**config.mk**
```make
export PLATFORM = sky130hd
export DESIGN_NAME = line_buffer
export DESIGN_NICKNAME = d
export VERILOG_FILES = /design/src/hw/game_pkg.sv /design/src/hw/screen_pkg.sv /design/src/hw/line_buffer.sv
export VERILOG_INCLUDE_DIRS = /design/src /design/src/hw
export SDC_FILE = /design/constraint.sdc
export NUM_CORES = 2
export LEC_CHECK = 0
export ABC_CLOCK_PERIOD_IN_PS = 73900
export BUFFER_PORTS_ARGS = -buffer_cell sky130_fd_sc_hd__clkbuf_2
export CELL_PAD_IN_SITES_DETAIL_PLACEMENT = 1
export CELL_PAD_IN_SITES_GLOBAL_PLACEMENT = 1
export CORE_MARGIN = 4
export CORE_UTILIZATION = 29
export DETAILED_ROUTE_END_ITERATION = 7
export GPL_ROUTABILITY_DRIVEN = 0
export PLACE_DENSITY_LB_ADDON = 0.1
export SYNTH_ARGS = -nofsm -noshare
export SYNTH_HDL_FRONTEND = slang
export SYNTH_SLANG_ARGS = --single-unit
```
**constraint.sdc**
```tcl
create_clock -name clk -period 73.9 [get_ports clk]
set_input_delay 3.695 -clock clk [delete_from_list [all_inputs] [get_ports clk]]
set_output_delay 3.695 -clock clk [all_outputs]
set_load 0.02 [all_outputs]
```
**src/hw/score_cfg.svh**
```systemverilog
`ifndef SCORE_CFG_SVH
`define SCORE_CFG_SVH

// play record slots are numbered 1 to SCORE_SLOTS.
`define SCORE_SLOTS 9

// characters in one text row of the history page.
`define ROW_CHARS 32

// characters in a chart name.
`define CHART_CHARS 16

// clk cycles per blink phase of the cursor digit.
`define BLINK_DIV 16

`endif

```
**src/hw/game_pkg.sv**
```systemverilog
`include "score_cfg.svh"

package game_pkg;

    typedef logic [3:0] user_id_t;

    // scores stay within 0 to 99999, so five decimal digits cover them.
    typedef logic [16:0] score_t;

    typedef logic [`CHART_CHARS*8-1:0] chart_name_t;

    typedef struct packed {
        user_id_t    user_id;
        score_t      score;
        chart_name_t chart_name;
    } play_record_t;

    // slot 0 is not a record; valid slots run from 1 to SCORE_SLOTS.
    typedef logic [3:0] slot_t;

    function automatic logic slot_ok(slot_t s);
        return (s >= slot_t'(1)) && (s <= slot_t'(`SCORE_SLOTS));
    endfunction

endpackage

```
**src/hw/screen_pkg.sv**
```systemverilog
`include "score_cfg.svh"

package screen_pkg;

    // the leftmost character sits in the most significant byte.
    typedef logic [`ROW_CHARS*8-1:0] text_row_t;

    typedef logic [3:0] arrow_t;

    localparam arrow_t KEY_UP    = 4'b1000;
    localparam arrow_t KEY_DOWN  = 4'b0100;
    localparam arrow_t KEY_LEFT  = 4'b0010;
    localparam arrow_t KEY_RIGHT = 4'b0001;

    typedef enum logic {
        PAGE_HISTORY,
        PAGE_MENU
    } page_state_t;

    localparam logic [7:0] CHAR_SPACE = 8'h20;
    localparam logic [7:0] CHAR_BAR   = 8'h7c;
    localparam logic [7:0] CHAR_ZERO  = 8'h30;

    localparam text_row_t BLANK_ROW = {`ROW_CHARS{CHAR_SPACE}};

endpackage

```
**src/hw/line_buffer.sv**
```systemverilog
`include "score_cfg.svh"

module line_buffer (
    input  logic                  clk,
    input  logic                  rst,
    input  logic                  we,
    input  game_pkg::slot_t       wr_slot,
    input  screen_pkg::text_row_t wr_row,
    input  game_pkg::slot_t       rd_slot,
    output screen_pkg::text_row_t rd_row
);
    import game_pkg::*;
    import screen_pkg::*;

    text_row_t rows [1:`SCORE_SLOTS];

    always_ff @(posedge clk or posedge rst) begin
        if (rst) begin
            for (int i = 1; i <= `SCORE_SLOTS; i++) begin
                rows[i] <= BLANK_ROW;
            end
        end else if (we && slot_ok(wr_slot)) begin
            rows[wr_slot] <= wr_row;
        end
    end

    // the display sees its row one cycle after it presents rd_slot.
    always_ff @(posedge clk) begin
        rd_row <= slot_ok(rd_slot) ? rows[rd_slot] : BLANK_ROW;
    end

endmodule

```
==> results.yml <==
status:
  status: "completed"
yosys:
  netlist_area_mm2: 0.113
  ys_types: 33
  synthXorXnorAreaFrac_pct: 0
  syn_nets: 7817
  avgSynthCellArea_um2: 14.9
  synth-seq-cells: 2560
  seq_area_frac_synth_pct: 56.1
  synth_top_family_by_area: "multiplexers"
  synthAdderAreaFrac_pct: 0
  yosys_warnings: 0
  muxShareOfSynthArea_pct: 34.2
  synthSimpleGateAreaFrac_pct: 0.880
  synthCells: 7550
  synth_compound_area_share_pct: 5.91
clock_network:
  cts_root_buf: "clkbuf_16"
  cts-resized-gates: 0
  hold_buffers: 0
  cts_max_level: 5
  post_cts.repair.setup_buffers: 0
  cts_tree: "yes"
  clockBufferDepth: 4
  clock-sinks: 2560
  clk_pin_slew_worst_paths_ns: 0.06
  worstSkewPairLatency_ns: 0.92
  cts_buffers: 316
pwr:
  power_density_mw_per_mm2: 31.6
  seq_power_share_pct: 46.0
  p_clk_share_pct: 38.0
  p_leak_nw: 58.1
  power_frac_comb_pct: 16.1
  power.share.switching_pct: 26.2
  ir_worst_vdd_v: 0.0000172
  p_int_mw: 3.05
  p_sw_mw: 1.08
worst_setup_path:
  cpMostUsedCell: "buf_4"
  critPathMaxFanout: 140
  worstPathArrival_ns: 8.58
  criticalPathCategory: "in -> async"
  slowest_delay_ns: 0.87
  end_kind: "async pin"
  cpMaxStageDelayCell: "buf_4"
  start_kind: "input pin"
  cp_cell_sequence: "clkbuf_2, inv_8, buf_4, buf_4, buf_12, buf_4, buf_4"
  crit_required_ns: 74.83
timing:
  tightest_slew_ns: 1.11
  finalSetupViolCount: 0
  hold_viol: 0
  slew_violations: 0
  max_freq_mhz: 131
  rsz0062_at_grt: "false"
  fin_skew_ns: 0.0284
  fin_crit_sh_pct: 10.4
  finalSetupTns_ns: 0
  period_minus_slack_ns: 7.65
  slew_headroom_pct: 25.8
  holdWs_ns: 0.488
grt:
  antenna_found_initial: 87
  gr-total-overflow: 0
  grt.total_usage_pct: 18.2
  grt_max_degree: 167
  first_global_vias: 75600
  grt_pass1_wl_mm: 545
detailed_routing:
  firstDrtPassIters: 5
  post_drt_via_cell_ratio: 4.97
  post-route-drc-count: 0
  avgRoutedWirePerCell_um: 27.4
  first_iter_violations: 2965
  top_layer: "met5"
  ant_nets: 0
  vias: 66800
  wirelength_mm: 369
  m1WireLength_mm: 162
  wl_met3_mm: 12.7
  dr_wl_met2_mm: 183
finish:
  final_cell_mix: "2130 x mux2_2, 2016 x dfrtp_1, 550 x mux2_4"
  drive_gt1_share_pct: 50.5
  fin_nets: 8234
  final_common_cell: "mux2_2"
  final_cells: 13400
  syn_to_final_growth_pct: 16.0
floorplanning:
  die_x_um: 631
  initial_core_util_pct: 29.2
  die_area_mm2: 0.398
  die_height_um: 631
  io_pins: 523
  core_mm2: 0.386
  num_rows: 228
min_path:
  worstHoldPathType: "reg -> reg"
run:
  maxCapViolations: 0
placed_design:
  dp.cells: 12800
  port_buffers: 522
  detailed_place_hpwl_mm: 206
==> worst paths after layout <==
check	depth (start not counted)	endpoint	from	slack [ns]
max in group clk	8	rd_row[255]	rd_slot[0]	66.51
setup reg to reg	3	rd_row[192]	rows[704]	72.46
setup / recovery	7	rows[2190]	rst	66.25
hold / removal	1	rows[2262]	rows[2262]	0.49
hold reg to reg	1	rows[2262]	rows[2262]	0.49
min in group asynchronous	2	rows[1543]	rst	2.97
==> sequential cells by signal, indices dropped and copies added, names as in the netlist <==
| name | count |
|---|---|
| rd_row | 256 |
| rows | 2304 |
==> cell usage after synthesis <==
master | n | share of area [%]
nand3b_1 | 2 | 0.013
or3_1 | 3 | 0.017
mux2_4 | 550 | 7.3
nand3_1 | 1 | 0.0044
nand2b_1 | 2 | 0.011
buf_2 | 266 | 1.2
nor4b_2 | 1 | 0.013
buf_6 | 81 | 0.81
o21ai_0 | 2 | 0.0089
nor3b_1 | 2 | 0.013
dfrtp_1 | 2016 | 45
nor3b_2 | 1 | 0.011
o21ba_2 | 1 | 0.0089
o21ai_1 | 30 | 0.13
nand3b_4 | 1 | 0.018
dfxtp_1 | 256 | 4.6
dfstp_2 | 288 | 6.7
nor2_1 | 3 | 0.010
o31ai_1 | 32 | 0.21
mux2_1 | 104 | 1.0
clkbuf_1 | 195 | 0.65
mux2i_1 | 512 | 4.6
a21oi_1 | 224 | 1.0
and2_1 | 1 | 0.0056
mux2_2 | 2130 | 21
or2_2 | 1 | 0.0056
inv_1 | 33 | 0.11
nand2_1 | 224 | 0.75
nor2b_1 | 2 | 0.011
buf_4 | 7 | 0.047
a221oi_1 | 256 | 2.0
a221o_1 | 288 | 2.6
buf_1 | 35 | 0.12
==> power by group through the flow <==
stage	combinational (mW)	clock, mW	sequential, mW
3_5_place_dp	0.675	0	1.92
3_3_place_gp	0.657	0	1.91
2_1_floorplan	0.498	0	1.91
6_report	0.663	1.57	1.90
4_1_cts	0.678	1.63	1.90
5_1_grt	0.728	1.69	1.94
==> metrics by stage <==
step / util [%] / instance area [µm²] / power [mW] / worst slack (ns)
2_1_floorplan: - / 113000 / 2.41 / 5.57
3_3_place_gp: 31.1 / 120000 / 2.56 / 65.20
3_5_place_dp: 31.1 / 120000 / 2.60 / 65.10
4_1_cts: 33.8 / 131000 / 4.21 / 66.11
5_1_grt: 33.8 / 131000 / 4.36 / 65.52
6_report: 33.8 / 131000 / 4.13 / 66.25
==> metal layers <==
layer | track usage [%] | vias up
met3 | 2.82 | 582
li1 | - | 28900
met5 | 0 | -
met2 | 31.8 | 968
met1 | 23.2 | 36400
met4 | 4.95 | 32
==> final cells by class <==
class / count / area (µm²)
diodes: 30 / 75.1
clock buffers: 494 / 9430
clock inverters: 93 / 1090
fillers: 40000 / 256000
inverters: 33 / 131
multi-input cells: 4373 / 46300
flip-flops and latches: 2560 / 63100
well taps: 5175 / 6470
repair buffers: 683 / 3980
==> worst max-delay path, delay by kind of cell <==
family                 cells  cell delay, ns
buffers and inverters      7            4.31
==> logic make-up (layout without fill, tap and decap cells) <==
kind of cell,after synthesis,after routing
compound gates,833,833
buf+inv,617,1303
flops,2560,2560
mux,3296,3296
other cells,0,30
simple gates,244,244
Note: power is estimated with default switching activity, not from simulation.
