==> src/hw/score_cfg.svh <==
`ifndef SCORE_CFG_SVH
`define SCORE_CFG_SVH

// play record slots are numbered 1 to SCORE_SLOTS.
`define SCORE_SLOTS 9

// characters in one text row of the history page.
`define ROW_CHARS 32

// characters in a chart name.
`define CHART_CHARS 16

// clk cycles per blink phase of the cursor digit.
`define BLINK_DIV 16

`endif

==> src/hw/game_pkg.sv <==
`include "score_cfg.svh"

package game_pkg;

    typedef logic [3:0] user_id_t;

    // scores stay within 0 to 99999, so five decimal digits cover them.
    typedef logic [16:0] score_t;

    typedef logic [`CHART_CHARS*8-1:0] chart_name_t;

    typedef struct packed {
        user_id_t    user_id;
        score_t      score;
        chart_name_t chart_name;
    } play_record_t;

    // slot 0 is not a record; valid slots run from 1 to SCORE_SLOTS.
    typedef logic [3:0] slot_t;

    function automatic logic slot_ok(slot_t s);
        return (s >= slot_t'(1)) && (s <= slot_t'(`SCORE_SLOTS));
    endfunction

endpackage

==> src/hw/record_wb_if.sv <==
interface record_wb_if;
    import game_pkg::*;

    logic         cyc;
    logic         stb;
    logic         we;
    slot_t        adr;
    play_record_t dat_r;
    logic         ack;

    modport master (
        output cyc,
        output stb,
        output we,
        output adr,
        input  dat_r,
        input  ack
    );

    modport slave (
        input  cyc,
        input  stb,
        input  we,
        input  adr,
        output dat_r,
        output ack
    );

endinterface

==> src/hw/record_store.sv <==
`include "score_cfg.svh"

module record_store (
    input  logic                   clk,
    input  logic                   rst,
    record_wb_if.slave             wb,
    input  logic                   wr_en,
    input  game_pkg::slot_t        wr_slot,
    input  game_pkg::play_record_t wr_data
);
    import game_pkg::*;

    play_record_t mem [1:`SCORE_SLOTS];
    logic         rd_req;

    // a new request is one that has not been acknowledged yet.
    assign rd_req = wb.cyc && wb.stb && !wb.ack;

    always_ff @(posedge clk or posedge rst) begin
        if (rst) begin
            for (int i = 1; i <= `SCORE_SLOTS; i++) begin
                mem[i] <= '0;
            end
        end else if (wr_en && slot_ok(wr_slot)) begin
            mem[wr_slot] <= wr_data;
        end
    end

    always_ff @(posedge clk or posedge rst) begin
        if (rst) begin
            wb.ack <= 1'b0;
        end else begin
            wb.ack <= rd_req;
        end
    end

    // bus writes get an ack but leave the records alone.
    always_ff @(posedge clk) begin
        if (rd_req) begin
            if (!wb.we && slot_ok(wb.adr)) begin
                wb.dat_r <= mem[wb.adr];
            end else begin
                wb.dat_r <= '0;
            end
        end
    end

endmodule

==> src/flat_wrapper.sv <==
// flat-port wrapper written by rule: the top's interface ports become plain ports
module record_store_flat import game_pkg::*;
  (clk, rst, wr_en, wr_slot, wr_data, wb_cyc, wb_stb, wb_we, wb_adr, wb_dat_r, wb_ack);
  record_wb_if wb_i ();
  input  logic clk;
  input  logic rst;
  input  logic wr_en;
  input  game_pkg::slot_t wr_slot;
  input  game_pkg::play_record_t wr_data;
  input wire logic [$bits(wb_i.cyc)-1:0] wb_cyc;
  input wire logic [$bits(wb_i.stb)-1:0] wb_stb;
  input wire logic [$bits(wb_i.we)-1:0] wb_we;
  input wire logic [$bits(wb_i.adr)-1:0] wb_adr;
  output wire logic [$bits(wb_i.dat_r)-1:0] wb_dat_r;
  output wire logic [$bits(wb_i.ack)-1:0] wb_ack;
  assign wb_i.cyc = wb_cyc;
  assign wb_i.stb = wb_stb;
  assign wb_i.we = wb_we;
  assign wb_i.adr = wb_adr;
  assign wb_dat_r = wb_i.dat_r;
  assign wb_ack = wb_i.ack;
  record_store u_core (.clk(clk), .rst(rst), .wb(wb_i), .wr_en(wr_en), .wr_slot(wr_slot), .wr_data(wr_data));
endmodule
==> config.mk <==
export PLATFORM = sky130hd
export DESIGN_NAME = record_store_flat
export DESIGN_NICKNAME = d
export VERILOG_FILES = /design/src/hw/game_pkg.sv /design/src/hw/record_wb_if.sv /design/src/hw/record_store.sv /design/src/flat_wrapper.sv
export VERILOG_INCLUDE_DIRS = /design/src /design/src/hw
export SDC_FILE = /design/constraint.sdc
export NUM_CORES = 2
export LEC_CHECK = 0
export BUFFER_PORTS_ARGS = -buffer_cell sky130_fd_sc_hd__buf_2
export CORE_MARGIN = 2
export CORE_UTILIZATION = 30
export DETAILED_ROUTE_END_ITERATION = 8
export PLACE_DENSITY = 0.48
export SLEW_MARGIN = 20
export SYNTH_ARGS = -nofsm -noshare
export SYNTH_HDL_FRONTEND = slang
export SYNTH_SLANG_ARGS = --single-unit
export TNS_END_PERCENT = 100
==> constraint.sdc <==
create_clock -name clk -period 69.1 [get_ports clk]
set_input_delay 10.365 -clock clk [delete_from_list [all_inputs] [get_ports clk]]
set_output_delay 10.365 -clock clk [all_outputs]
set_load 0.005 [all_outputs]
==> flow_metrics.tcl <==
set metrics [dict create \
    async_reset_ff_share_pct 90.0 \
    syn-cell-area_sq_um 65100 \
    tritoncts "yes" \
    hp-class "reg -> reg" \
    vias 38500 \
    slew_viol_final 0 \
    grt_pass1_wl_um 287000 \
    netlist.area_leader.share_pct 51.6 \
    post_drt_wl_per_cell_um 25.7 \
    whs_path_depth 1 \
    crit_required_ps 69920 \
    rr_worst_depth 4 \
    htreeDepth 4 \
    fin_nets 4624 \
    dp_hpwl_um 99500 \
    final_util_pct 34.7 \
    synth_ff_type "dfrtp_1" \
    drv_cap 0 \
    r2r_setup_slack_ps 65940 \
    netlist_instances 4230 \
    syn_nets 4393 \
    grt_setup_unrepaired "no" \
    slowest_stage "buf_4" \
    ant_nets 0 \
    portBuffers 312 \
    clkTransAtPathRegs_ps 60 \
    place_congestion 0.698 \
    yosysWarnings 0 \
    p_per_area_nw_per_um2 32.5 \
    crit_chain "buf_2 -> inv_8 -> buf_4 -> buf_12 -> buf_12 -> buf_4" \
    yosysSeqAreaShare_pct 58.5 \
    crit_family "buffers and inverters" \
    status "finished clean" \
    cts_buffers 172 \
    clock_skew_ps 31.3 \
    ir_drop_mv 0.0225 \
    die-area_sq_um 221000 \
    placementRows 171 \
    r2r_start "u_core.wb.ack" \
    start_util_pct 30.1 \
    start_kind "input port" \
    cts_setup_buffers 0 \
    path_max_fanout 172 \
    cts_hold_buf 0 \
    fmax_mhz 73.5 \
    synth.avg_cell_area_sq_um 15.4 \
    drt_wl_total_um 192000 \
    drt-pass1-iter-count 5 \
    rr_endpoint "u_core.wb.dat_r[121]" \
    clkLatencyLatePin_ps 840 \
    vias_per_cell 5.14 \
    end_kind "async pin" \
    core_sq_um 217000 \
    ctsResizeCount 0 \
    holdPathEnd "u_core.mem[788]" \
    setup.worst_path.start "rst" \
    grt.total_usage_pct 17.2 \
    path_buf_inv 6 \
    synth_commonest_cells "mux2_2, dfrtp_1, mux2_1" \
    ios 313 \
    yosysMostFrequentCell "mux2_2" \
    grt_pass1_vias 41500 \
    synth_edf_count 149 \
    hold_viol_final 0 \
    p_leak_uw 0.0317 \
    drcViolationCount 0 \
    synth_top_area_cell "dfrtp_1" \
    clockRootBuffer "clkbuf_16" \
    period_share_pct 19.7 \
    die_w_um 470 \
    fin_crit_ps 13600 \
    fp.dieH_um 470 \
    multiInputGateArea_sq_um 25400 \
    setup_tns_ps 0 \
    setup_viol 0 \
    drive_gt1_share_pct 48.7 \
    drt-initial-drc-count 2136 \
    ys_seq_elements 1491 \
    seqCellArea_sq_um 38100 \
    path_class "in -> async" \
    hold_ws_ps 486 \
    synth_cell_types 26 \
    grt_max_degree 173 \
    antenna_found_initial 53 \
    syn_to_final_growth_pct 15.4 \
    p_total_uw 2440 \
    cts_sinks 1491 \
    overflow 0 \
    crit_arrival_ps 14420 \
    n_fill_cell 20900 \
    slew_headroom_pct 26.4 \
    min_from "u_core.mem[788]" \
    max_stage_delay_ps 830 \
    clk_path_buf_depth 3 \
    worst_slew_pin_slew_ps 1100 \
    netlist_top_cells_area "dfrtp_1, mux2_2, edfxtp_1" \
]
layout by cell type, fill, tap and decap left out, types with 2 or more instances in the layout:
master,Yosys,layout
dfrtp_1,1342,1342
diode_2,0,16
clkinv_8,0,3
o32ai_1,149,148
nand3b_1,2,2
bufinv_16,0,5
clkinvlp_4,0,4
mux2i_1,149,149
buf_2,165,309
clkbuf_1,91,63
clkinv_16,0,5
nor2b_4,0,2
inv_16,0,3
buf_12,0,13
buf_8,0,2
a221oi_1,149,149
mux2_2,1586,1586
edfxtp_1,149,149
o22ai_1,149,149
clkinv_2,0,16
nand2_1,4,3
nand2b_4,0,2
buf_4,23,61
buf_6,26,2
clkbuf_8,0,39
nor2_4,0,3
mux2_1,202,202
clkbuf_16,0,174
inv_6,0,3
clkinv_1,0,6
layer usage:
| layer | global-route usage, % | routed length [um] |
|---|---|---|
| met2 | 27.8 | 90000 |
| met4 | 4.75 | 4320 |
| met1 | 23.5 | 88900 |
| met5 | 0 | 181 |
| met3 | 3.37 | 8490 |
sequential cells by signal (all words and copies together), names as in the netlist:
signal,count
u_core.mem,1341
u_core.wb.dat_r,149
u_core.wb.ack,1
logic make-up after synthesis:
kind of cell           synth area share, %
AOI/OAI and AO/OA                     5.45
DFF                                   58.5
and+or+nand+nor                      0.209
muxes                                 33.2
buffers and inverters                 2.66
worst max path at each step:
stage | end | slack [ps] | cells past startpoint
floorplan | u_core.mem[0] | 20900 | 1
global placement | u_core.mem[718] | 54120 | 6
detailed placement | u_core.mem[106] | 54060 | 6
CTS | u_core.mem[409] | 54970 | 6
global route | u_core.mem[152] | 54850 | 6
finish | u_core.mem[302] | 55500 | 6
cell type report:
| cell class | instances | area share, % |
|---|---|---|
| flip-flops and latches | 1491 | 50.7 |
| inverters | 1 | 0.0150 |
| well taps | 2854 | 4.75 |
| diodes | 16 | 0.0533 |
| clock inverters | 46 | 0.768 |
| clock buffers | 275 | 6.81 |
| multi-input cells | 2407 | 33.8 |
| repair buffers | 388 | 3.10 |
through the flow:
stage	cell area (sq um)	std cells	setup WS, ps
3_5_place_dp	69400	7141	54060
5_1_grt	75100	7469	54850
2_1_floorplan	65100	4230	20900
3_3_place_gp	69400	7141	54120
6_report	75100	7478	55500
4_1_cts	75100	7462	54970
power breakdown:
group	leakage (uW)	internal (uW)	switching, uW
Combinational	0.0110	217	146
Clock	0.00276	529	385
Sequential	0.0179	1070	87.7
Total	0.0317	1820	619
(Power assumes the default switching activity.)
