[src/hw/score_cfg.svh]
`ifndef SCORE_CFG_SVH
`define SCORE_CFG_SVH

// play record slots are numbered 1 to SCORE_SLOTS.
`define SCORE_SLOTS 9

// characters in one text row of the history page.
`define ROW_CHARS 32

// characters in a chart name.
`define CHART_CHARS 16

// clk cycles per blink phase of the cursor digit.
`define BLINK_DIV 16

`endif

[src/hw/game_pkg.sv]
`include "score_cfg.svh"

package game_pkg;

    typedef logic [3:0] user_id_t;

    // scores stay within 0 to 99999, so five decimal digits cover them.
    typedef logic [16:0] score_t;

    typedef logic [`CHART_CHARS*8-1:0] chart_name_t;

    typedef struct packed {
        user_id_t    user_id;
        score_t      score;
        chart_name_t chart_name;
    } play_record_t;

    // slot 0 is not a record; valid slots run from 1 to SCORE_SLOTS.
    typedef logic [3:0] slot_t;

    function automatic logic slot_ok(slot_t s);
        return (s >= slot_t'(1)) && (s <= slot_t'(`SCORE_SLOTS));
    endfunction

endpackage

[src/hw/screen_pkg.sv]
`include "score_cfg.svh"

package screen_pkg;

    // the leftmost character sits in the most significant byte.
    typedef logic [`ROW_CHARS*8-1:0] text_row_t;

    typedef logic [3:0] arrow_t;

    localparam arrow_t KEY_UP    = 4'b1000;
    localparam arrow_t KEY_DOWN  = 4'b0100;
    localparam arrow_t KEY_LEFT  = 4'b0010;
    localparam arrow_t KEY_RIGHT = 4'b0001;

    typedef enum logic {
        PAGE_HISTORY,
        PAGE_MENU
    } page_state_t;

    localparam logic [7:0] CHAR_SPACE = 8'h20;
    localparam logic [7:0] CHAR_BAR   = 8'h7c;
    localparam logic [7:0] CHAR_ZERO  = 8'h30;

    localparam text_row_t BLANK_ROW = {`ROW_CHARS{CHAR_SPACE}};

endpackage

[src/hw/history_nav.sv]
`include "score_cfg.svh"

module history_nav (
    input  logic                    clk,
    input  logic                    rst,
    input  screen_pkg::arrow_t      keys,
    output game_pkg::slot_t         cursor,
    output screen_pkg::page_state_t page_state
);
    import game_pkg::*;
    import screen_pkg::*;

    arrow_t keys_q;
    arrow_t keys_qq;
    arrow_t press;

    // keys_q is the sampled key state and keys_qq the one before it.
    assign press = keys_q & ~keys_qq;

    always_ff @(posedge clk or posedge rst) begin
        if (rst) begin
            keys_q     <= '0;
            keys_qq    <= '0;
            cursor     <= slot_t'(1);
            page_state <= PAGE_HISTORY;
        end else begin
            keys_q  <= keys;
            keys_qq <= keys_q;
            // anything but a single new press falls into the default.
            case (press)
                KEY_UP: begin
                    if (page_state == PAGE_HISTORY) begin
                        cursor <= (cursor == slot_t'(1)) ? slot_t'(`SCORE_SLOTS)
                                                         : cursor - slot_t'(1);
                    end
                end
                KEY_DOWN: begin
                    if (page_state == PAGE_HISTORY) begin
                        cursor <= (cursor == slot_t'(`SCORE_SLOTS)) ? slot_t'(1)
                                                                    : cursor + slot_t'(1);
                    end
                end
                KEY_LEFT: page_state <= PAGE_MENU;
                KEY_RIGHT: page_state <= PAGE_HISTORY;
                default: ;
            endcase
        end
    end

endmodule

[config.mk]
export PLATFORM = sky130hd
export DESIGN_NAME = history_nav
export DESIGN_NICKNAME = d
export VERILOG_FILES = /design/src/hw/game_pkg.sv /design/src/hw/screen_pkg.sv /design/src/hw/history_nav.sv
export VERILOG_INCLUDE_DIRS = /design/src /design/src/hw
export SDC_FILE = /design/constraint.sdc
export NUM_CORES = 1
export LEC_CHECK = 0
export BUFFER_PORTS_ARGS = -buffer_cell sky130_fd_sc_hd__buf_2
export CAP_MARGIN = 20
export CORE_AREA = 5 5 43 45
export CTS_CLUSTER_SIZE = 40
export DETAILED_ROUTE_END_ITERATION = 8
export DIE_AREA = 0 0 48 50
export PLACE_DENSITY = 0.66
export SYNTH_ARGS = -nofsm -noshare
export SYNTH_HDL_FRONTEND = slang
export SYNTH_SLANG_ARGS = --single-unit
[constraint.sdc]
create_clock -name clk -period 4.9 [get_ports clk]
set_input_delay 0.98 -clock clk [delete_from_list [all_inputs] [get_ports clk]]
set_output_delay 0.98 -clock clk [all_outputs]
set_load 0.05 [all_outputs]
==> flow_summary.json, run 1 <==
{
  "finalNetCount": 83,
  "drtIter0Drc": 5,
  "synth_nets": 70,
  "overflow": 0,
  "ys_warn_count": 0,
  "p_seq_share_pct": 38.0,
  "final_antenna_net_count": 0,
  "synth_cells": 60,
  "rrSetupSlack_ns": 3.16,
  "critPathBufInv": 1,
  "die_w_um": 48,
  "path_clk_slew_ns": 0.08,
  "worstPathRequired_ns": 3.92,
  "cts_buffers": 3,
  "finalHoldViolCount": 0,
  "pre_cts_slack_ns": 3.08,
  "critPathMaxFanout": 7,
  "die_area_sq_um": 2400,
  "synth_seq_cells": 13,
  "cp_cell_sequence": "buf_2",
  "power_density_nw_per_um2": 575,
  "hold_path_depth": 0,
  "start_kind": "flop",
  "grt_max_degree": 14,
  "synth_ff_type": "dfrtp_1",
  "fmax_mhz": 471,
  "postLayoutCoreUtil_pct": 52.1,
  "wl_per_cell_um": 12.4,
  "grt_pass1_wl_um": 1830,
  "totalWireLength_um": 1090,
  "crit_cells": 1,
  "period_needed_ns": 2.12,
  "synth_top_area_share_pct": 45.5,
  "io_pins": 11,
  "r2r_cells": 6,
  "cp_slowest_stage_delay_ns": 0.59,
  "setup_viol": 0,
  "clock_path_buffers": 2,
  "slew_viol_final": 0,
  "synth_area_sq_um": 661,
  "p_leak_nw": 0.336,
  "port_buffers": 10,
  "cp_top_family": "flip-flops",
  "synth.largest_area_cell": "dfrtp_1",
  "drive_above_1_share_pct": 25.0,
  "setup_tns_ns": 0,
  "antennaDiodeCount": 0,
  "grtUsageTotal_pct": 10.4,
  "coreArea_sq_um": 1440,
  "fp.dieH_um": 50,
  "drt-vias-per-instance": 5.17,
  "clk_latency_ns": 0.27,
  "p_sw_share_pct": 45.8,
  "worstMarginPinSlew_ns": 0.513,
  "synth_edf_count": 0,
  "cts_resized": 0,
  "ys_types": 28,
  "first_global_vias": 415,
  "avgSynthCellArea_sq_um": 11.0,
  "pwr-share-comb_pct": 47.0,
  "crit_type": "reg -> out",
  "postCtsSetupBuffers": 0,
  "clockPowerShare_pct": 15.1,
  "start_util_pct": 46.0,
  "area_growth_pct": 13.3,
  "power.internal_mw": 0.233,
  "clock_sinks": 13,
  "num_rows": 14,
  "yosysMostFrequentCell": "dfrtp_1",
  "p_sw_mw": 0.197,
  "async_reset_ff_share_pct": 100,
  "finalCritPeriodShare_pct": 43.3,
  "dp_hpwl_um": 795,
  "htreeDepth": 1,
  "place_congestion": 0.801,
  "relSlewSlack_pct": 65.6,
  "firstDrtPassIters": 2,
  "skew_ns": 0.00213,
  "cts_tree": "yes",
  "end_kind": "output pin",
  "critPathArrivalTime_ns": 1.14,
  "ir_drop_mv": 0.210,
  "maxCapViolCount": 0,
  "cts-root-buf": "clkbuf_4",
  "worst_slack_ns": 2.78,
  "drc_errors": 0,
  "ys_seq_area_share_pct": 49.4,
  "synth_area_leaders": "dfrtp_1 45%, ha_1 7.6%, dfstp_2 4.0%, nor4b_4 3.6%, a21oi_1 3.0%",
  "holdBufCountCts": 0,
  "status": "complete, no violations",
  "cp_slowest_cell": "dfstp_2",
  "via_count": 455,
  "rsz0062_at_grt": "false",
  "worstHoldPathType": "reg -> reg",
  "synth_top_cells_by_count": "12 x dfrtp_1, 4 x a21oi_1, 4 x ha_1, 4 x inv_1",
  "antenna_found_initial": 0
}
==> logic make-up after synthesis <==
group | share of synthesized area, %
AO/OA/AOI/OAI | 14.4
XOR/XNOR | 3.98
adder cells (fa/ha/maj) | 7.58
buffers and inverters | 3.60
flip-flops | 49.4
multiplexers | 3.79
AND/OR/NAND/NOR | 17.2
==> state kept, by name (all words and copies together), names as in the netlist <==
name and flops:
keys_qq 4, page_state 1, keys_q 4, cursor 4
==> placed cells by master, fill, tap and decap left out, types with 3 or more instances in the layout <==
| master | synthesis | final |
|---|---|---|
| a21oi_1 | 4 | 4 |
| ha_1 | 4 | 4 |
| dfrtp_1 | 12 | 12 |
| inv_1 | 4 | 4 |
| nor2b_1 | 3 | 3 |
| buf_2 | 1 | 10 |
| clkbuf_4 | 0 | 3 |
| o21ai_0 | 3 | 3 |
| nand2_1 | 3 | 3 |
==> path summary, 6_finish.rpt <==
path,start,to
setup / recovery,cursor[0]$_DFFE_PP1P_,cursor[0]
hold / removal,keys_q[2]$_DFF_PP0_,keys_qq[2]$_DFF_PP0_
setup reg to reg,cursor[0]$_DFFE_PP1P_,cursor[1]$_DFFE_PP0P_
hold reg to reg,keys_q[2]$_DFF_PP0_,keys_qq[2]$_DFF_PP0_
max in group asynchronous,rst,cursor[0]$_DFFE_PP1P_
min in group asynchronous,rst,keys_q[2]$_DFF_PP0_
==> power by group through the flow <==
| stage | clock, mW | combinational, mW | sequential [mW] |
|---|---|---|---|
| 5_1_grt | 0.0754 | 0.223 | 0.169 |
| 3_5_place_dp | 0 | 0.201 | 0.165 |
| 6_report | 0.0648 | 0.202 | 0.163 |
| 3_3_place_gp | 0 | 0.199 | 0.163 |
| 2_1_floorplan | 0 | 0.110 | 0.214 |
| 4_1_cts | 0.0687 | 0.204 | 0.163 |
==> metal layers <==
metal	routed length (um)	track usage, %
met5	0	0
met4	0	2.69
met3	44	4.36
met2	514	14.8
met1	532	14.3
==> through the flow <==
stage	hold slack [ns]	power (mW)	instances	cell area, sq um
floorplan	0.346	0.325	60	661
global placement	0.355	0.362	84	722
detailed placement	0.358	0.366	84	722
CTS	0.375	0.435	88	748
global route	0.381	0.467	88	748
finish	0.374	0.430	88	748
==> cell type report <==
class	instances	area, sq um
Multi-Input combinational cell	41	310
Fill cell	141	688
Tap cell	16	20.0
Inverter	4	15.0
Sequential cell	13	327
Clock buffer	4	26.3
Timing Repair Buffer	10	50.0
Note: power is estimated with default switching activity, not from simulation.
==> run 2: changes to the inputs <==
- CORE_AREA: 5 5 43 45 -> 5 5 44 46
- DIE_AREA: 0 0 48 50 -> 0 0 49 51
- clock period: 4.9 -> 1.9 ns (I/O delays scaled with it)
==> run 2 against run 1 <==
  * Sequential share of layout area is 0.43 points lower
  * Sequential power grew to 2.5 times the previous value
  * Critical endpoint is now cursor[1]$_DFFE_PP0P_
  * Worst setup slack worse by 2.6 ns
  * Flip-flop and latch count stayed put
  * Via count stayed put
  * Critical path depth is 5 higher
==> flow_summary.json, run 2 (synthesis gave the netlist of run 1 again) <==
{
  "status": "complete, no violations",
  "cp-startpoint": "cursor[0]$_DFFE_PP1P_",
  "wl_per_cell_um": 12.9,
  "pwr-share-comb_pct": 49.0,
  "p_seq_share_pct": 36.6,
  "drtIter0Drc": 6,
  "finalNonFillerCells": 89,
  "grt_max_degree": 14,
  "dp_hpwl_um": 846,
  "firstDrtPassIters": 4,
  "worstMarginPinSlew_ns": 0.479,
  "clock_path_buffers": 2,
  "postCtsSetupBuffers": 0,
  "setup_viol": 0,
  "overflow": 0,
  "p_total_mw": 1.13,
  "grtUsageTotal_pct": 9.85,
  "finalNetCount": 84,
  "drc_errors": 0,
  "clockPowerShare_pct": 14.4,
  "worstHoldPathType": "in -> async",
  "totalWireLength_um": 1150,
  "cp_slowest_stage_delay_ns": 0.59,
  "antennaDiodeCount": 0,
  "via_count": 455,
  "io_pins": 11,
  "relSlewSlack_pct": 67.9,
  "cts_buffers": 3,
  "critPathMaxFanout": 7,
  "dpl_cell_area_sq_um": 729,
  "port_buffers": 10,
  "holdWs_ns": 0.110,
  "drive_above_1_share_pct": 26.0,
  "finalHoldViolCount": 0,
  "worstPathRequired_ns": 2.06,
  "skew_ns": 0.00567,
  "critPathArrivalTime_ns": 1.90,
  "coreArea_sq_um": 1470,
  "cts-root-buf": "clkbuf_4",
  "dp_cells": 85,
  "first_global_vias": 415,
  "clk_latency_ns": 0.27,
  "place_congestion": 0.734,
  "p_sw_mw": 0.514,
  "fin_area_sq_um": 756,
  "die_area_sq_um": 2500,
  "r2r-start": "cursor[0]$_DFFE_PP1P_",
  "ir_drop_mv": 0.638,
  "finalCritPeriodShare_pct": 91.6,
  "p_sw_share_pct": 45.6,
  "fillers": 140,
  "fmax_mhz": 574,
  "power_density_nw_per_um2": 1490,
  "area_growth_pct": 14.4,
  "power.internal_mw": 0.613,
  "cts_resized": 0,
  "postLayoutCoreUtil_pct": 51.4,
  "layout_common_cells": "12 x dfrtp_1, 10 x buf_2, 4 x inv_1, 4 x a21oi_1, 4 x ha_1",
  "cp_cell_sequence": "ha_1 -> nor2b_1 -> nand2_1 -> o211ai_1 -> o21ai_0 -> mux2_4",
  "fp.dieH_um": 51,
  "worst_slack_ns": 0.159,
  "r2r_cells": 6,
  "final_antenna_net_count": 0,
  "antenna_found_initial": 0,
  "path_clk_slew_ns": 0.07,
  "reg_top3": "cursor (4), keys_q (4), keys_qq (4)",
  "crit_type": "reg -> reg",
  "start_kind": "flop",
  "maxCapViolCount": 0,
  "p_leak_nw": 0.341,
  "final_common_cell": "dfrtp_1",
  "num_rows": 14,
  "holdBufCountCts": 0,
  "cp_slowest_cell": "dfstp_2",
  "clock_sinks": 13,
  "slew_viol_final": 0,
  "rsz0062_at_grt": "false",
  "start_util_pct": 44.9,
  "cts_tree": "yes",
  "period_needed_ns": 1.74,
  "htreeDepth": 1,
  "grt_pass1_wl_um": 1880,
  "pre_cts_slack_ns": 0.201,
  "end_kind": "flop",
  "drt-vias-per-instance": 5.11,
  "die_w_um": 49,
  "setup_tns_ns": 0
}
## run 2: cell types whose count changed in the layout (fill, tap and decap cells not counted)
cell / previous run / this run
buf_4: 0 / 1
## run 2: path summary, 6_finish.rpt
| path | endpoint | slack (ns) |
|---|---|---|
| min in group clk | keys_q[1]$_DFF_PP0_ | 0.22 |
| min | keys_qq[2]$_DFF_PP0_ | 0.11 |
| max in group asynchronous | cursor[0]$_DFFE_PP1P_ | 1.44 |
| max reg2reg | cursor[1]$_DFFE_PP0P_ | 0.16 |
| max | cursor[1]$_DFFE_PP0P_ | 0.16 |
| min reg2reg | keys_qq[2]$_DFF_PP0_ | 0.36 |
## run 2: layout make-up
cell class                 count  area, sq um  share of cell area, %
timing repair buffer          11         57.6                   7.62
tap                           16         20.0                   2.65
inverter                       4         15.0                   1.99
clock buffer                   4         26.3                   3.48
sequential                    13          327                   43.2
multi-input combinational     41          310                   41.1
## run 2: routing by layer
layer  vias up  wire, um  GRT usage, %  share of wire, %
met5         -         0             0                 0
met2        12       533          16.1                46
li1        231         -             -                 -
met3         0        85          5.81               7.4
met4         0         0             0                 0
met1       212       528          12.0                46
## run 2: power groups by stage
stage / registers (mW) / clock network [mW] / logic, mW
global route: 0.423 / 0.185 / 0.610
finish: 0.413 / 0.162 / 0.553
CTS: 0.413 / 0.171 / 0.555
detailed placement: 0.418 / 0 / 0.550
floorplan: 0.553 / 0 / 0.284
global placement: 0.411 / 0 / 0.544
## run 2: critical path, delay by kind of cell (launching register included)
kind,cells,cell delay [ns]
flops,1,0.59
simple gates,2,0.31
mux,1,0.28
fa+ha+maj,1,0.25
compound gates,2,0.20
