File: src/hw/score_cfg.svh
`ifndef SCORE_CFG_SVH
`define SCORE_CFG_SVH

// play record slots are numbered 1 to SCORE_SLOTS.
`define SCORE_SLOTS 9

// characters in one text row of the history page.
`define ROW_CHARS 32

// characters in a chart name.
`define CHART_CHARS 16

// clk cycles per blink phase of the cursor digit.
`define BLINK_DIV 16

`endif

File: src/hw/game_pkg.sv
`include "score_cfg.svh"

package game_pkg;

    typedef logic [3:0] user_id_t;

    // scores stay within 0 to 99999, so five decimal digits cover them.
    typedef logic [16:0] score_t;

    typedef logic [`CHART_CHARS*8-1:0] chart_name_t;

    typedef struct packed {
        user_id_t    user_id;
        score_t      score;
        chart_name_t chart_name;
    } play_record_t;

    // slot 0 is not a record; valid slots run from 1 to SCORE_SLOTS.
    typedef logic [3:0] slot_t;

    function automatic logic slot_ok(slot_t s);
        return (s >= slot_t'(1)) && (s <= slot_t'(`SCORE_SLOTS));
    endfunction

endpackage

File: src/hw/screen_pkg.sv
`include "score_cfg.svh"

package screen_pkg;

    // the leftmost character sits in the most significant byte.
    typedef logic [`ROW_CHARS*8-1:0] text_row_t;

    typedef logic [3:0] arrow_t;

    localparam arrow_t KEY_UP    = 4'b1000;
    localparam arrow_t KEY_DOWN  = 4'b0100;
    localparam arrow_t KEY_LEFT  = 4'b0010;
    localparam arrow_t KEY_RIGHT = 4'b0001;

    typedef enum logic {
        PAGE_HISTORY,
        PAGE_MENU
    } page_state_t;

    localparam logic [7:0] CHAR_SPACE = 8'h20;
    localparam logic [7:0] CHAR_BAR   = 8'h7c;
    localparam logic [7:0] CHAR_ZERO  = 8'h30;

    localparam text_row_t BLANK_ROW = {`ROW_CHARS{CHAR_SPACE}};

endpackage

File: src/hw/record_wb_if.sv
interface record_wb_if;
    import game_pkg::*;

    logic         cyc;
    logic         stb;
    logic         we;
    slot_t        adr;
    play_record_t dat_r;
    logic         ack;

    modport master (
        output cyc,
        output stb,
        output we,
        output adr,
        input  dat_r,
        input  ack
    );

    modport slave (
        input  cyc,
        input  stb,
        input  we,
        input  adr,
        output dat_r,
        output ack
    );

endinterface

File: src/hw/history_row_fmt.sv
`include "score_cfg.svh"

module history_row_fmt (
    input  logic                  clk,
    input  logic                  rst,
    record_wb_if.master           wb,
    input  game_pkg::slot_t       cursor,
    output logic                  row_we,
    output game_pkg::slot_t       row_addr,
    output screen_pkg::text_row_t row_data
);
    import game_pkg::*;
    import screen_pkg::*;

    localparam int SCORE_BITS = $bits(score_t);
    localparam int BLINK_W    = $clog2(`BLINK_DIV);

    typedef enum logic [1:0] {
        S_BUS,
        S_SHIFT,
        S_BUILD,
        S_WRITE
    } fmt_state_t;

    fmt_state_t           state;
    slot_t                slot;
    logic                 bus_req;
    logic [4:0]           shift_cnt;
    logic [19:0]          bcd;
    logic [19:0]          bcd_adj;
    score_t               bin;
    play_record_t         rec;
    logic [BLINK_W-1:0]   blink_cnt;
    logic                 blink_on;
    logic [7:0]           slot_char;

    function automatic logic [7:0] digit_char(logic [3:0] v);
        return CHAR_ZERO + {4'h0, v};
    endfunction

    // double-dabble correction applied before each shift.
    function automatic logic [19:0] dabble_adj(logic [19:0] b);
        logic [19:0] r;
        for (int d = 0; d < 5; d++) begin
            r[d*4 +: 4] = (b[d*4 +: 4] >= 4'd5) ? b[d*4 +: 4] + 4'd3 : b[d*4 +: 4];
        end
        return r;
    endfunction

    // leading zeros become spaces but the units digit is always shown.
    function automatic logic [39:0] score_text(logic [19:0] b);
        logic [39:0] t;
        logic        lead;
        lead = 1'b1;
        for (int d = 4; d >= 0; d--) begin
            if (lead && d != 0 && b[d*4 +: 4] == 4'd0) begin
                t[d*8 +: 8] = CHAR_SPACE;
            end else begin
                lead        = 1'b0;
                t[d*8 +: 8] = digit_char(b[d*4 +: 4]);
            end
        end
        return t;
    endfunction

    function automatic chart_name_t chart_text(chart_name_t name);
        chart_name_t t;
        for (int i = 0; i < `CHART_CHARS; i++) begin
            t[i*8 +: 8] = (name[i*8 +: 8] == 8'h00) ? CHAR_SPACE : name[i*8 +: 8];
        end
        return t;
    endfunction

    assign wb.cyc   = bus_req;
    assign wb.stb   = bus_req;
    assign wb.we    = 1'b0;
    assign wb.adr   = slot;
    assign row_addr = slot;

    assign bcd_adj   = dabble_adj(bcd);
    assign slot_char = (slot == cursor && !blink_on) ? CHAR_SPACE : digit_char(slot);

    // reset lands in S_WRITE with row_we low, so the first sweep opens at slot 1.
    always_ff @(posedge clk or posedge rst) begin
        if (rst) begin
            state     <= S_WRITE;
            slot      <= slot_t'(`SCORE_SLOTS);
            bus_req   <= 1'b0;
            row_we    <= 1'b0;
            shift_cnt <= '0;
        end else begin
            case (state)
                S_BUS: begin
                    if (wb.ack) begin
                        bus_req   <= 1'b0;
                        shift_cnt <= '0;
                        state     <= S_SHIFT;
                    end
                end
                S_SHIFT: begin
                    shift_cnt <= shift_cnt + 5'd1;
                    if (shift_cnt == 5'(SCORE_BITS - 1)) begin
                        state <= S_BUILD;
                    end
                end
                S_BUILD: begin
                    row_we <= 1'b1;
                    state  <= S_WRITE;
                end
                default: begin
                    row_we  <= 1'b0;
                    slot    <= (slot == slot_t'(`SCORE_SLOTS)) ? slot_t'(1) : slot + slot_t'(1);
                    bus_req <= 1'b1;
                    state   <= S_BUS;
                end
            endcase
        end
    end

    always_ff @(posedge clk) begin
        if (state == S_BUS && wb.ack) begin
            rec <= wb.dat_r;
            bcd <= '0;
            bin <= wb.dat_r.score;
        end else if (state == S_SHIFT) begin
            {bcd, bin} <= {bcd_adj[18:0], bin, 1'b0};
        end
        if (state == S_BUILD) begin
            row_data <= {CHAR_SPACE, slot_char, CHAR_BAR, "User", digit_char(rec.user_id),
                         CHAR_SPACE, CHAR_BAR, chart_text(rec.chart_name), CHAR_BAR,
                         score_text(bcd)};
        end
    end

    always_ff @(posedge clk or posedge rst) begin
        if (rst) begin
            blink_cnt <= '0;
            blink_on  <= 1'b1;
        end else if (blink_cnt == BLINK_W'(`BLINK_DIV - 1)) begin
            blink_cnt <= '0;
            blink_on  <= ~blink_on;
        end else begin
            blink_cnt <= blink_cnt + 1'b1;
        end
    end

endmodule

File: src/flat_wrapper.sv
// flat-port wrapper written by rule: the top's interface ports become plain ports
module history_row_fmt_flat import game_pkg::*; import screen_pkg::*;
  (clk, rst, cursor, row_we, row_addr, row_data, wb_cyc, wb_stb, wb_we, wb_adr, wb_dat_r, wb_ack);
  record_wb_if wb_i ();
  input  logic clk;
  input  logic rst;
  input  game_pkg::slot_t cursor;
  output logic row_we;
  output game_pkg::slot_t row_addr;
  output screen_pkg::text_row_t row_data;
  output wire logic [$bits(wb_i.cyc)-1:0] wb_cyc;
  output wire logic [$bits(wb_i.stb)-1:0] wb_stb;
  output wire logic [$bits(wb_i.we)-1:0] wb_we;
  output wire logic [$bits(wb_i.adr)-1:0] wb_adr;
  input wire logic [$bits(wb_i.dat_r)-1:0] wb_dat_r;
  input wire logic [$bits(wb_i.ack)-1:0] wb_ack;
  assign wb_cyc = wb_i.cyc;
  assign wb_stb = wb_i.stb;
  assign wb_we = wb_i.we;
  assign wb_adr = wb_i.adr;
  assign wb_i.dat_r = wb_dat_r;
  assign wb_i.ack = wb_ack;
  history_row_fmt u_core (.clk(clk), .rst(rst), .wb(wb_i), .cursor(cursor), .row_we(row_we), .row_addr(row_addr), .row_data(row_data));
endmodule
File: config.mk
export PLATFORM = sky130hd
export DESIGN_NAME = history_row_fmt_flat
export DESIGN_NICKNAME = d
export VERILOG_FILES = /design/src/hw/game_pkg.sv /design/src/hw/screen_pkg.sv /design/src/hw/record_wb_if.sv /design/src/hw/history_row_fmt.sv /design/src/flat_wrapper.sv
export VERILOG_INCLUDE_DIRS = /design/src /design/src/hw
export SDC_FILE = /design/constraint.sdc
export NUM_CORES = 1
export LEC_CHECK = 0
export CAP_MARGIN = 20
export CORE_MARGIN = 2
export CORE_UTILIZATION = 25
export DETAILED_ROUTE_END_ITERATION = 10
export DONT_BUFFER_PORTS = 1
export HOLD_SLACK_MARGIN = 0.08
export PLACE_DENSITY_LB_ADDON = 0.15
export RECOVER_POWER = 100
export REMOVE_ABC_BUFFERS = 1
export SYNTH_ARGS = -nofsm -noshare
export SYNTH_HDL_FRONTEND = slang
export SYNTH_SLANG_ARGS = --single-unit
File: constraint.sdc
create_clock -name clk -period 5.2 [get_ports clk]
set_input_delay 0.26 -clock clk [delete_from_list [all_inputs] [get_ports clk]]
set_output_delay 0.26 -clock clk [all_outputs]
set_load 0.02 [all_outputs]
==> results.env, run 1 <==
POST_SYNTH.CELL_AREA_AVG_UM2=14.73
ROWS=85
VDD_IR_DROP_MAX_V=0.0002581
GRT_UTIL_MET2_PCT=16.58
DIE_Y_UM=236.3
COMBINED_GLOBAL_ROUTE_UTILIZATION_OF_ALL_METAL_LAYERS_PCT=10.28
HOLD_PATH.CLASS='input pin to flip-flop'
GRT_ANTENNA_BEFORE_REPAIR=7
CP_DATA_ARRIVAL_TIME_NS=3.80
FINAL_HOLD_VIOL_COUNT=0
MET3_USAGE_PCT=3.967
SYNTH_SEQ_CELLS=348
TNS_NS=0
START_UTIL_PCT=25.17
POST_DRT_VIA_CELL_RATIO=3.977
GRT_FIRST_PASS_WIRELENGTH_UM=43820
R2R_SLACK_NS=1.51
WORSTPATHCELLLIST='ha_1 > clkbuf_1'
TIMING_WORST_SETUP_PATH_TYPE='flip-flop to flip-flop'
REG2REGPATHDEPTH=2
CP_SLOWEST_CELL='sky130_fd_sc_hd__clkbuf_1'
WORST_HOLD_PATH.NUM_CELLS=3
P_COMB_SHARE_PCT=16.7
FINAL-INSTANCE-COUNT-EXCL-FILL=1703
WORST_SKEW_PAIR.LATE_LATENCY_NS=0.54
GRT_OVERFLOW=0
DESIGN.FINAL.NETS=1149
SYNTH_TO_LAYOUT_AREA_GROWTH_PCT=20.01
FP.DIEAREA_UM2=55850
TIMING.FINAL.CRIT_PERIOD_NS=3.687
YOSYS.CELL_COUNT.TOP_TYPE='sky130_fd_sc_hd__edfxtp_1'
COREAREA_UM2=53600
ROUTED-VIA-COUNT=6772
DIE-WIDTH_UM=236.3
POST-CTS-SETUP-BUFFER-COUNT=0
GRT_USE_MET1_PCT=12.72
WORSTHOLDENDPOINT='u_core.row_data[241]'
SINK_COUNT_OF_THE_CLOCK_TREE=348
IO_BUFFERS=0
R2R_START='u_core.state[1]'
CAP_VIOL_MAX_COUNT=2
SETUP_WS_NS=1.513
PINS_OVER_THEIR_SLEW_LIMIT=102
GLOBALPLACE.CONGESTION=0.7394
SYNTHESIS.AREA_UM2=13490
WORST_SETUP_HOLD_PATH_CLK_SLEW_NS=0.06
GRT.BUSIEST_LAYER='met2'
MIN_PERIOD_OVER_PERIOD_PCT=70.90
CELLLEAKAGEPOWER_uW=0.005759
FMAX_GHz=0.2712
TIMING.CRITICAL_PATH.SLOWEST_CELL_DELAY_NS=1.64
YOSYSTOPAREACELL='sky130_fd_sc_hd__edfxtp_1'
SYNTH_TOP_CELLS_BY_COUNT='sky130_fd_sc_hd__edfxtp_1 (310), sky130_fd_sc_hd__clkbuf_1 (130), sky130_fd_sc_hd__buf_4 (101)'
SYNTHESIS.INSTANCES=916
P_CLK_SHARE_PCT=27.5
YS_FLOP_TYPE='sky130_fd_sc_hd__edfxtp_1'
FINAL_LAYOUT_SIZE_SUFFIX_GT1_SHARE_PCT=7.072
TIGHTEST_SLEW_NS=2.186
POWER.SEQUENTIAL.FRACTION_PCT=55.8
FIN_WORST_SKEW_NS=0.01348
EDFF_COUNT_SYNTH=310
DETAIL_ROUTE.WL_PER_CELL_UM=17.54
TIMING.HOLD.WORST.START='cursor[3]'
CLOCK_TREE.BUFFER_DEPTH=3
FINAL_DESIGN_AREA_NO_FILL_UM2=16190
WORST_SETUP_PATH_START_KIND='flip-flop'
LAYOUT.FILLER_CELLS=5366
YOSYSWARNINGS=0
SYNTH_TOP_AREA_SHARE_PCT=68.99
VIOLATIONS='max-capacitance violations, max-slew violations'
POSTSYNTH.ASYNCRESETSHARE_PCT=5.172
DETAILED_PLACE_HPWL_UM=20370
TIMING.MAX_SLEW.REL_SLACK_PCT=-45.72
WORST_PATH_DOMINANT_CELL_FAMILY='buffers and inverters'
PLACED_CELLS_INCL_TAPS=1474
SETUP_VIOLATIONS=0
TIMING.CRITICAL_PATH.TO_TYPE='flip-flop'
FIRST_PASS_ITERS=5
SWITCHINGPOWER_uW=3225
FIN_UTIL_PCT=30.21
PRECTSSETUPSLACK_NS=2.290
RUN_STATUS='finished, violations left'
CRIT_FANOUT=39
BOUNDARYPINS=424
POWER_DENSITY_nW_PER_UM2=585.2
DETAIL_ROUTE.WIRELENGTH_UM=29870
YS_TOP_CELLS_BY_AREA='sky130_fd_sc_hd__edfxtp_1 (69%), sky130_fd_sc_hd__buf_4 (5.6%), sky130_fd_sc_hd__clkbuf_1 (3.6%)'
CRITICAL_PATH.N_BUFFERS_INVERTERS=1
CTS_ROOT_BUFFER='sky130_fd_sc_hd__clkbuf_16'
CTS.HTREE.LEVELS=2
SYNTH.LIB_CELLS_USED.DISTINCT=56
FIRST_ITER_VIOLATIONS=328
TIMING.CRITICAL_PATH.REQUIRED_NS=5.31
DRT.ANTENNA.VIOLATING_NETS=0
RSZ0062_AT_GRT='false'
CTS-BUFFERS-INSERTED=40
HOLD_BUFFERS=153
SWITCHING_SHARE_PCT=34.04
TIMING.RR.END='u_core.row_data[151]'
GRT_MAX_DEGREE=80
NUMBER_OF_GLOBAL_ROUTE_VIAS_BEFORE_REPAIR=6869
POST-ROUTE-DRC-COUNT=0
SEQ_AREA_FRAC_SYNTH_PCT=75.34
PLACE_AREA_UM2=13510
P_INT_uW=6251
CTS_RESIZED=0
TRITONCTS='done'
==> power groups by stage <==
stage | Combinational, uW | Sequential (uW) | Clock (uW)
2_1_floorplan | 1130 | 5220 | 0
3_3_place_gp | 1560 | 5370 | 0
3_5_place_dp | 1570 | 5360 | 0
4_1_cts | 1680 | 5310 | 2710
5_1_grt | 1810 | 5390 | 2830
6_report | 1580 | 5290 | 2600
==> tightest hold or removal path: cells and delay by family <==
family	cells	cell delay [ns]
compound gates	2	0.29
xor+xnor	1	0.04
==> final cells by class <==
class	count	area, um2	share of cell area [%]
tap	696	870.8	5.378
multi-input combinational	393	2240	13.83
sequential	348	10170	62.78
antenna	3	7.507	0.04636
inverter	29	113.9	0.7031
clock buffer	53	1071	6.614
timing repair buffer	161	1594	9.844
clock inverter	20	130.1	0.8036
==> worst max-delay path by stage <==
stage | start | end | slack (ns) | cells past startpoint
floorplan | u_core.state[1] | u_core.row_we | 0.21 | 2
global placement | u_core.state[1] | u_core.bin[5] | 2.37 | 5
detailed placement | u_core.state[1] | u_core.bin[4] | 2.29 | 5
CTS | u_core.state[1] | u_core.bin[4] | 2.26 | 5
global route | u_core.state[1] | u_core.row_data[150] | 1.17 | 2
finish | u_core.state[1] | u_core.row_data[151] | 1.51 | 2
==> routing by layer <==
layer	share of wire, %	up-vias
met3	9.0	52
met5	0.15	-
met2	47	274
li1	-	3132
met4	2.0	6
met1	42	3308
==> logic make-up (layout without fill, tap and decap cells) <==
kind of cell | after synthesis | in the layout | synth area share, %
adders and majority gates | 20 | 20 | 1.855
other | 2 | 99 | 0.05566
buffers and inverters | 269 | 263 | 10.52
DFF | 348 | 348 | 75.34
muxes | 5 | 5 | 0.4265
AOI/OAI and AO/OA | 103 | 103 | 5.165
and+or+nand+nor | 163 | 163 | 6.250
xor gates and xnor gates | 6 | 6 | 0.3895
==> metrics by stage <==
stage	total power, uW	hold WS (ns)
final	9476	0.1776
after global placement	6926	0.3366
after global routing	10020	0.1748
after CTS	9699	0.1272
after detailed placement	6933	0.3294
after floorplan	6354	0.1949
==> cells in the final DEF, fill, tap and decap left out, types with 4 or more instances in the layout <==
master and count:
sky130_fd_sc_hd__clkbuf_1 14, sky130_fd_sc_hd__xnor2_1 5, sky130_fd_sc_hd__clkbuf_16 41, sky130_fd_sc_hd__clkinv_1 7
sky130_fd_sc_hd__a21oi_1 19, sky130_fd_sc_hd__nor2b_1 6, sky130_fd_sc_hd__a31oi_1 7, sky130_fd_sc_hd__edfxtp_1 310
sky130_fd_sc_hd__dfrtp_1 13, sky130_fd_sc_hd__nand2b_1 10, sky130_fd_sc_hd__nor4_1 16, sky130_fd_sc_hd__clkinv_2 8
sky130_fd_sc_hd__a21o_1 21, sky130_fd_sc_hd__a2111oi_0 6, sky130_fd_sc_hd__a211oi_1 5, sky130_fd_sc_hd__ha_1 20
sky130_fd_sc_hd__a221oi_1 4, sky130_fd_sc_hd__or4_1 5, sky130_fd_sc_hd__conb_1 96, sky130_fd_sc_hd__nand3_1 9
sky130_fd_sc_hd__nor2_1 15, sky130_fd_sc_hd__inv_1 28, sky130_fd_sc_hd__inv_6 4, sky130_fd_sc_hd__o21ai_0 20
sky130_fd_sc_hd__o21a_1 4, sky130_fd_sc_hd__dfxtp_1 20, sky130_fd_sc_hd__dlygate4sd3_1 153, sky130_fd_sc_hd__buf_4 4
sky130_fd_sc_hd__nand2_1 65, sky130_fd_sc_hd__nor3_1 17
==> state kept, by name, indices dropped and copies added, names as in the netlist <==
signal,cells
u_core.row_addr,4
u_core.blink_cnt,4
u_core.state,2
u_core.wb.cyc,1
u_core.row_data,161
u_core.row_we,1
u_core.bcd,20
u_core.blink_on,1
u_core.shift_cnt,5
u_core.bin,17
u_core.rec,132
Note: power is estimated with default switching activity, not from simulation.
==> run 2, diff against run 1 <==
--- a/config.mk
+++ b/config.mk
@@ -6,6 +6,7 @@
 export SDC_FILE = /design/constraint.sdc
 export NUM_CORES = 1
 export LEC_CHECK = 0
+export ABC_AREA = 1
 export CAP_MARGIN = 20
 export CORE_MARGIN = 2
 export CORE_UTILIZATION = 25
==> constraint.sdc (replaced) <==
create_clock -name clk -period 3.49 [get_ports clk]
set_input_delay 0.1745 -clock clk [delete_from_list [all_inputs] [get_ports clk]]
set_output_delay 0.1745 -clock clk [all_outputs]
set_load 0.02 [all_outputs]
==> results.env, run 2 <==
MOST-COMMON-LAYOUT-CELLS='sky130_fd_sc_hd__edfxtp_1 (310), sky130_fd_sc_hd__dlygate4sd3_1 (155), sky130_fd_sc_hd__nand2_1 (148), sky130_fd_sc_hd__conb_1 (96), sky130_fd_sc_hd__nor2_1 (57)'
YOSYSWARNINGS=0  # unchanged
ROUTED-VIA-COUNT=6842  # +1.0%
CRIT_FANOUT=50  # +28%
YOSYSTOPAREACELL='sky130_fd_sc_hd__edfxtp_1'
COREAREA_UM2=52760  # -1.6%
SYNTH_TO_LAYOUT_AREA_GROWTH_PCT=21.20
CP_SLOWEST_CELL='sky130_fd_sc_hd__ha_2'
HOLD_PATH.CLASS='input pin to flip-flop'
WORSTPATHCELLLIST='ha_2 > clkbuf_2'
LARGEST-REGISTER='u_core.row_data'
CRITICAL_PATH.N_BUFFERS_INVERTERS=1  # unchanged
WORST_SETUP_HOLD_PATH_CLK_SLEW_NS=0.06  # about the same
GRT_MAX_DEGREE=76  # -5.0%
TIGHTEST_SLEW_NS=1.490  # -0.6956 ns
FINAL-INSTANCE-COUNT-EXCL-FILL=1778  # +4.4%
DETAILED_PLACE_HPWL_UM=20370  # about the same
TIMING.CRITICAL_PATH.REQUIRED_NS=3.66  # -1.65 ns
WORST_SKEW_PAIR.LATE_LATENCY_NS=0.55  # about the same
GRT_OVERFLOW=0  # unchanged
RUN_STATUS='finished, violations left'
SYNTH.LIB_CELLS_USED.DISTINCT=33  # -41%
TIMING.CRITICAL_PATH.TO_TYPE='flip-flop'
YS_TOP_CELLS_BY_AREA='sky130_fd_sc_hd__edfxtp_1 (69%), sky130_fd_sc_hd__buf_4 (5.7%), sky130_fd_sc_hd__nand2_1 (4.1%)'
CTS_ROOT_BUFFER='sky130_fd_sc_hd__clkbuf_16'
BOUNDARYPINS=424  # unchanged
REG2REGPATHDEPTH=2  # unchanged
SYNTHESIS.INSTANCES=986  # +7.6%
SYNTH_TOP_AREA_SHARE_PCT=69.46  # +0.47 points
LAYOUT.FILLER_CELLS=5278  # -1.6%
TIMING.MAX_SLEW.REL_SLACK_PCT=0.6558  # +46 points
VIOLATIONS='max-capacitance violations'
POST_DRT_VIA_CELL_RATIO=3.848  # -3.2%
DESIGN.FINAL.NETS=1235  # +7.5%
NUMBER_OF_GLOBAL_ROUTE_VIAS_BEFORE_REPAIR=6835  # -0.49%
TIMING.FINAL.CRIT_PERIOD_NS=2.834  # -0.8526 ns
DETAIL_ROUTE.WL_PER_CELL_UM=16.52  # -5.8%
SETUP_VIOLATIONS=0  # unchanged
LARGEST_REGISTER_FF_COUNT=161  # unchanged
CLOCK_TREE.BUFFER_DEPTH=3  # unchanged
CP_DATA_ARRIVAL_TIME_NS=3.00  # -0.80 ns
IO_BUFFERS=0  # unchanged
FINAL_HOLD_VIOL_COUNT=0  # unchanged
SYNTH_SEQ_CELLS=348  # unchanged
DIE_Y_UM=235.5  # -0.33%
TNS_NS=0  # unchanged
FIRST_PASS_ITERS=6  # +1
POWER_DENSITY_nW_PER_UM2=830.3  # +42%
DIE-WIDTH_UM=235.5  # -0.33%
GLOBALPLACE.CONGESTION=0.7342  # -0.70%
SYNTHESIS.AREA_UM2=13400  # -0.68%
FP.DIEAREA_UM2=55470  # -0.67%
CTS.HTREE.LEVELS=2  # unchanged
WORST_SETUP_PATH_START_KIND='flip-flop'
FIN_WORST_SKEW_NS=0.01726  # +0.003775 ns
GRT_FIRST_PASS_WIRELENGTH_UM=43570  # -0.55%
CELLLEAKAGEPOWER_uW=0.006096  # +5.8%
ROWS=84  # -1.2%
PINS_OVER_THEIR_SLEW_LIMIT=0  # -100%
POST-ROUTE-DRC-COUNT=0  # unchanged
SYNTH_TOP_CELLS_BY_COUNT='sky130_fd_sc_hd__edfxtp_1 (310), sky130_fd_sc_hd__nand2_1 (147), sky130_fd_sc_hd__clkbuf_1 (120)'
TIMING.CRITICAL_PATH.DEPTH=2  # unchanged
YOSYS.CELL_COUNT.TOP_TYPE='sky130_fd_sc_hd__edfxtp_1'
WORST_PATH_DOMINANT_CELL_FAMILY='adder cells'
COMBINED_GLOBAL_ROUTE_UTILIZATION_OF_ALL_METAL_LAYERS_PCT=10.28  # about the same
CTS_RESIZED=0  # unchanged
FIRST_ITER_VIOLATIONS=376  # +15%
ANTENNA_CELLS=0  # -3
WORST_HOLD_PATH.NUM_CELLS=6  # +3
POST_SYNTH.CELL_AREA_AVG_UM2=13.59  # -7.7%
DRT.ANTENNA.VIOLATING_NETS=0  # unchanged
MIN_PERIOD_OVER_PERIOD_PCT=81.22  # +10 points
TRITONCTS='done'
GRT_ANTENNA_BEFORE_REPAIR=1  # -6
START_UTIL_PCT=25.40  # +0.23 points
CTS-BUFFERS-INSERTED=40  # unchanged
FMAX_GHz=0.3528  # +30%
SINK_COUNT_OF_THE_CLOCK_TREE=348  # unchanged
RSZ0062_AT_GRT='false'
CAP_VIOL_MAX_COUNT=1  # -1
POSTSYNTH.ASYNCRESETSHARE_PCT=5.172  # unchanged
BIGGESTREGSBYFLOPS='u_core.row_data x161, u_core.rec x132, u_core.bcd x20'
SEQ_AREA_FRAC_SYNTH_PCT=75.86  # +0.51 points
TIMING.CRITICAL_PATH.SLOWEST_CELL_DELAY_NS=1.20  # -0.44 ns
LAYOUT_COMMONEST_CELL='sky130_fd_sc_hd__edfxtp_1'
DETAIL_ROUTE.WIRELENGTH_UM=29370  # -1.7%
PLACED_CELLS_INCL_TAPS=1550  # +5.2%
TIMING_WORST_SETUP_PATH_TYPE='flip-flop to flip-flop'
FINAL_LAYOUT_SIZE_SUFFIX_GT1_SHARE_PCT=7.706  # +0.63 points
YS_FLOP_TYPE='sky130_fd_sc_hd__edfxtp_1'
VDD_IR_DROP_MAX_V=0.0003367  # +30%
EDFF_COUNT_SYNTH=310  # unchanged
-- run 2: worst paths after layout --
| path | start | endpoint | slack (ns) |
|---|---|---|---|
| max | u_core.state[1] | u_core.row_data[157] | 0.66 |
| min in group asynchronous | rst | u_core.shift_cnt[3] | 0.23 |
| min | cursor[1] | u_core.row_data[242] | 0.13 |
| max in group asynchronous | rst | u_core.wb.cyc | 2.75 |
| min reg2reg | u_core.rec[148] | u_core.row_data[195] | 0.42 |
| max reg2reg | u_core.state[1] | u_core.row_data[157] | 0.66 |
-- run 2: what timing repair did --
item / in CTS / in global routing
setup buffers: 0 / 0
hold buffers: 155 / 0
endpoints found under the setup margin: 0 / 0
hold endpoints to repair: 176 / 0
-- run 2: area by class of cell --
cell class / instances / area, um2 / area share (%)
multi-input combinational: 446 / 2107 / 12.97
sequential: 348 / 10170 / 62.59
timing repair buffer: 165 / 1659 / 10.21
inverter: 58 / 222.7 / 1.371
tap: 688 / 860.8 / 5.300
clock buffer: 49 / 1056 / 6.501
clock inverter: 24 / 171.4 / 1.055
-- run 2: worst register-to-register path, stage by stage (launching register included) --
cell	delay (ns)
sky130_fd_sc_hd__dfstp_1	0.56
sky130_fd_sc_hd__ha_2	1.20
sky130_fd_sc_hd__clkbuf_2	0.70
-- run 2: routing by layer --
metal / global-route usage, % / vias to the layer above / routed length (um) / part of all wire [%]
met5: 0 / - / 0 / 0
met4: 3.609 / 0 / 759 / 2.6
met3: 3.682 / 50 / 2276 / 7.7
met2: 17.11 / 276 / 14240 / 48
met1: 12.27 / 3275 / 12090 / 41
li1: - / 3241 / - / -
-- run 2: logic make-up after synthesis --
kind of cell,share of synthesized area (%)
xor gates and xnor gates,0.1307
buffers and inverters,10.97
DFF,75.86
muxes,0.08402
AOI/OAI and AO/OA,2.185
other,0.05604
and+or+nand+nor,8.851
adders and majority gates,1.867
-- run 2: where the power goes --
part           switching, uW  internal, uW
registers               1430          6170
logic                   1400           557
clock network           1640          2300
total                   4460          9020
-- run 2: per-stage QoR --
stage	util (%)	total power, uW	cell area [um2]	hold WS [ns]	setup slack, ns
after global routing	30.79	14260	16240	0.1577	0.3854
after detailed placement	25.65	9651	13530	0.2734	1.080
after global placement	25.65	9655	13530	0.2688	1.123
after floorplan	-	8741	12500	0.1094	-1.498
final	30.79	13490	16240	0.1328	0.6556
after CTS	30.91	13830	16310	0.08579	0.8842
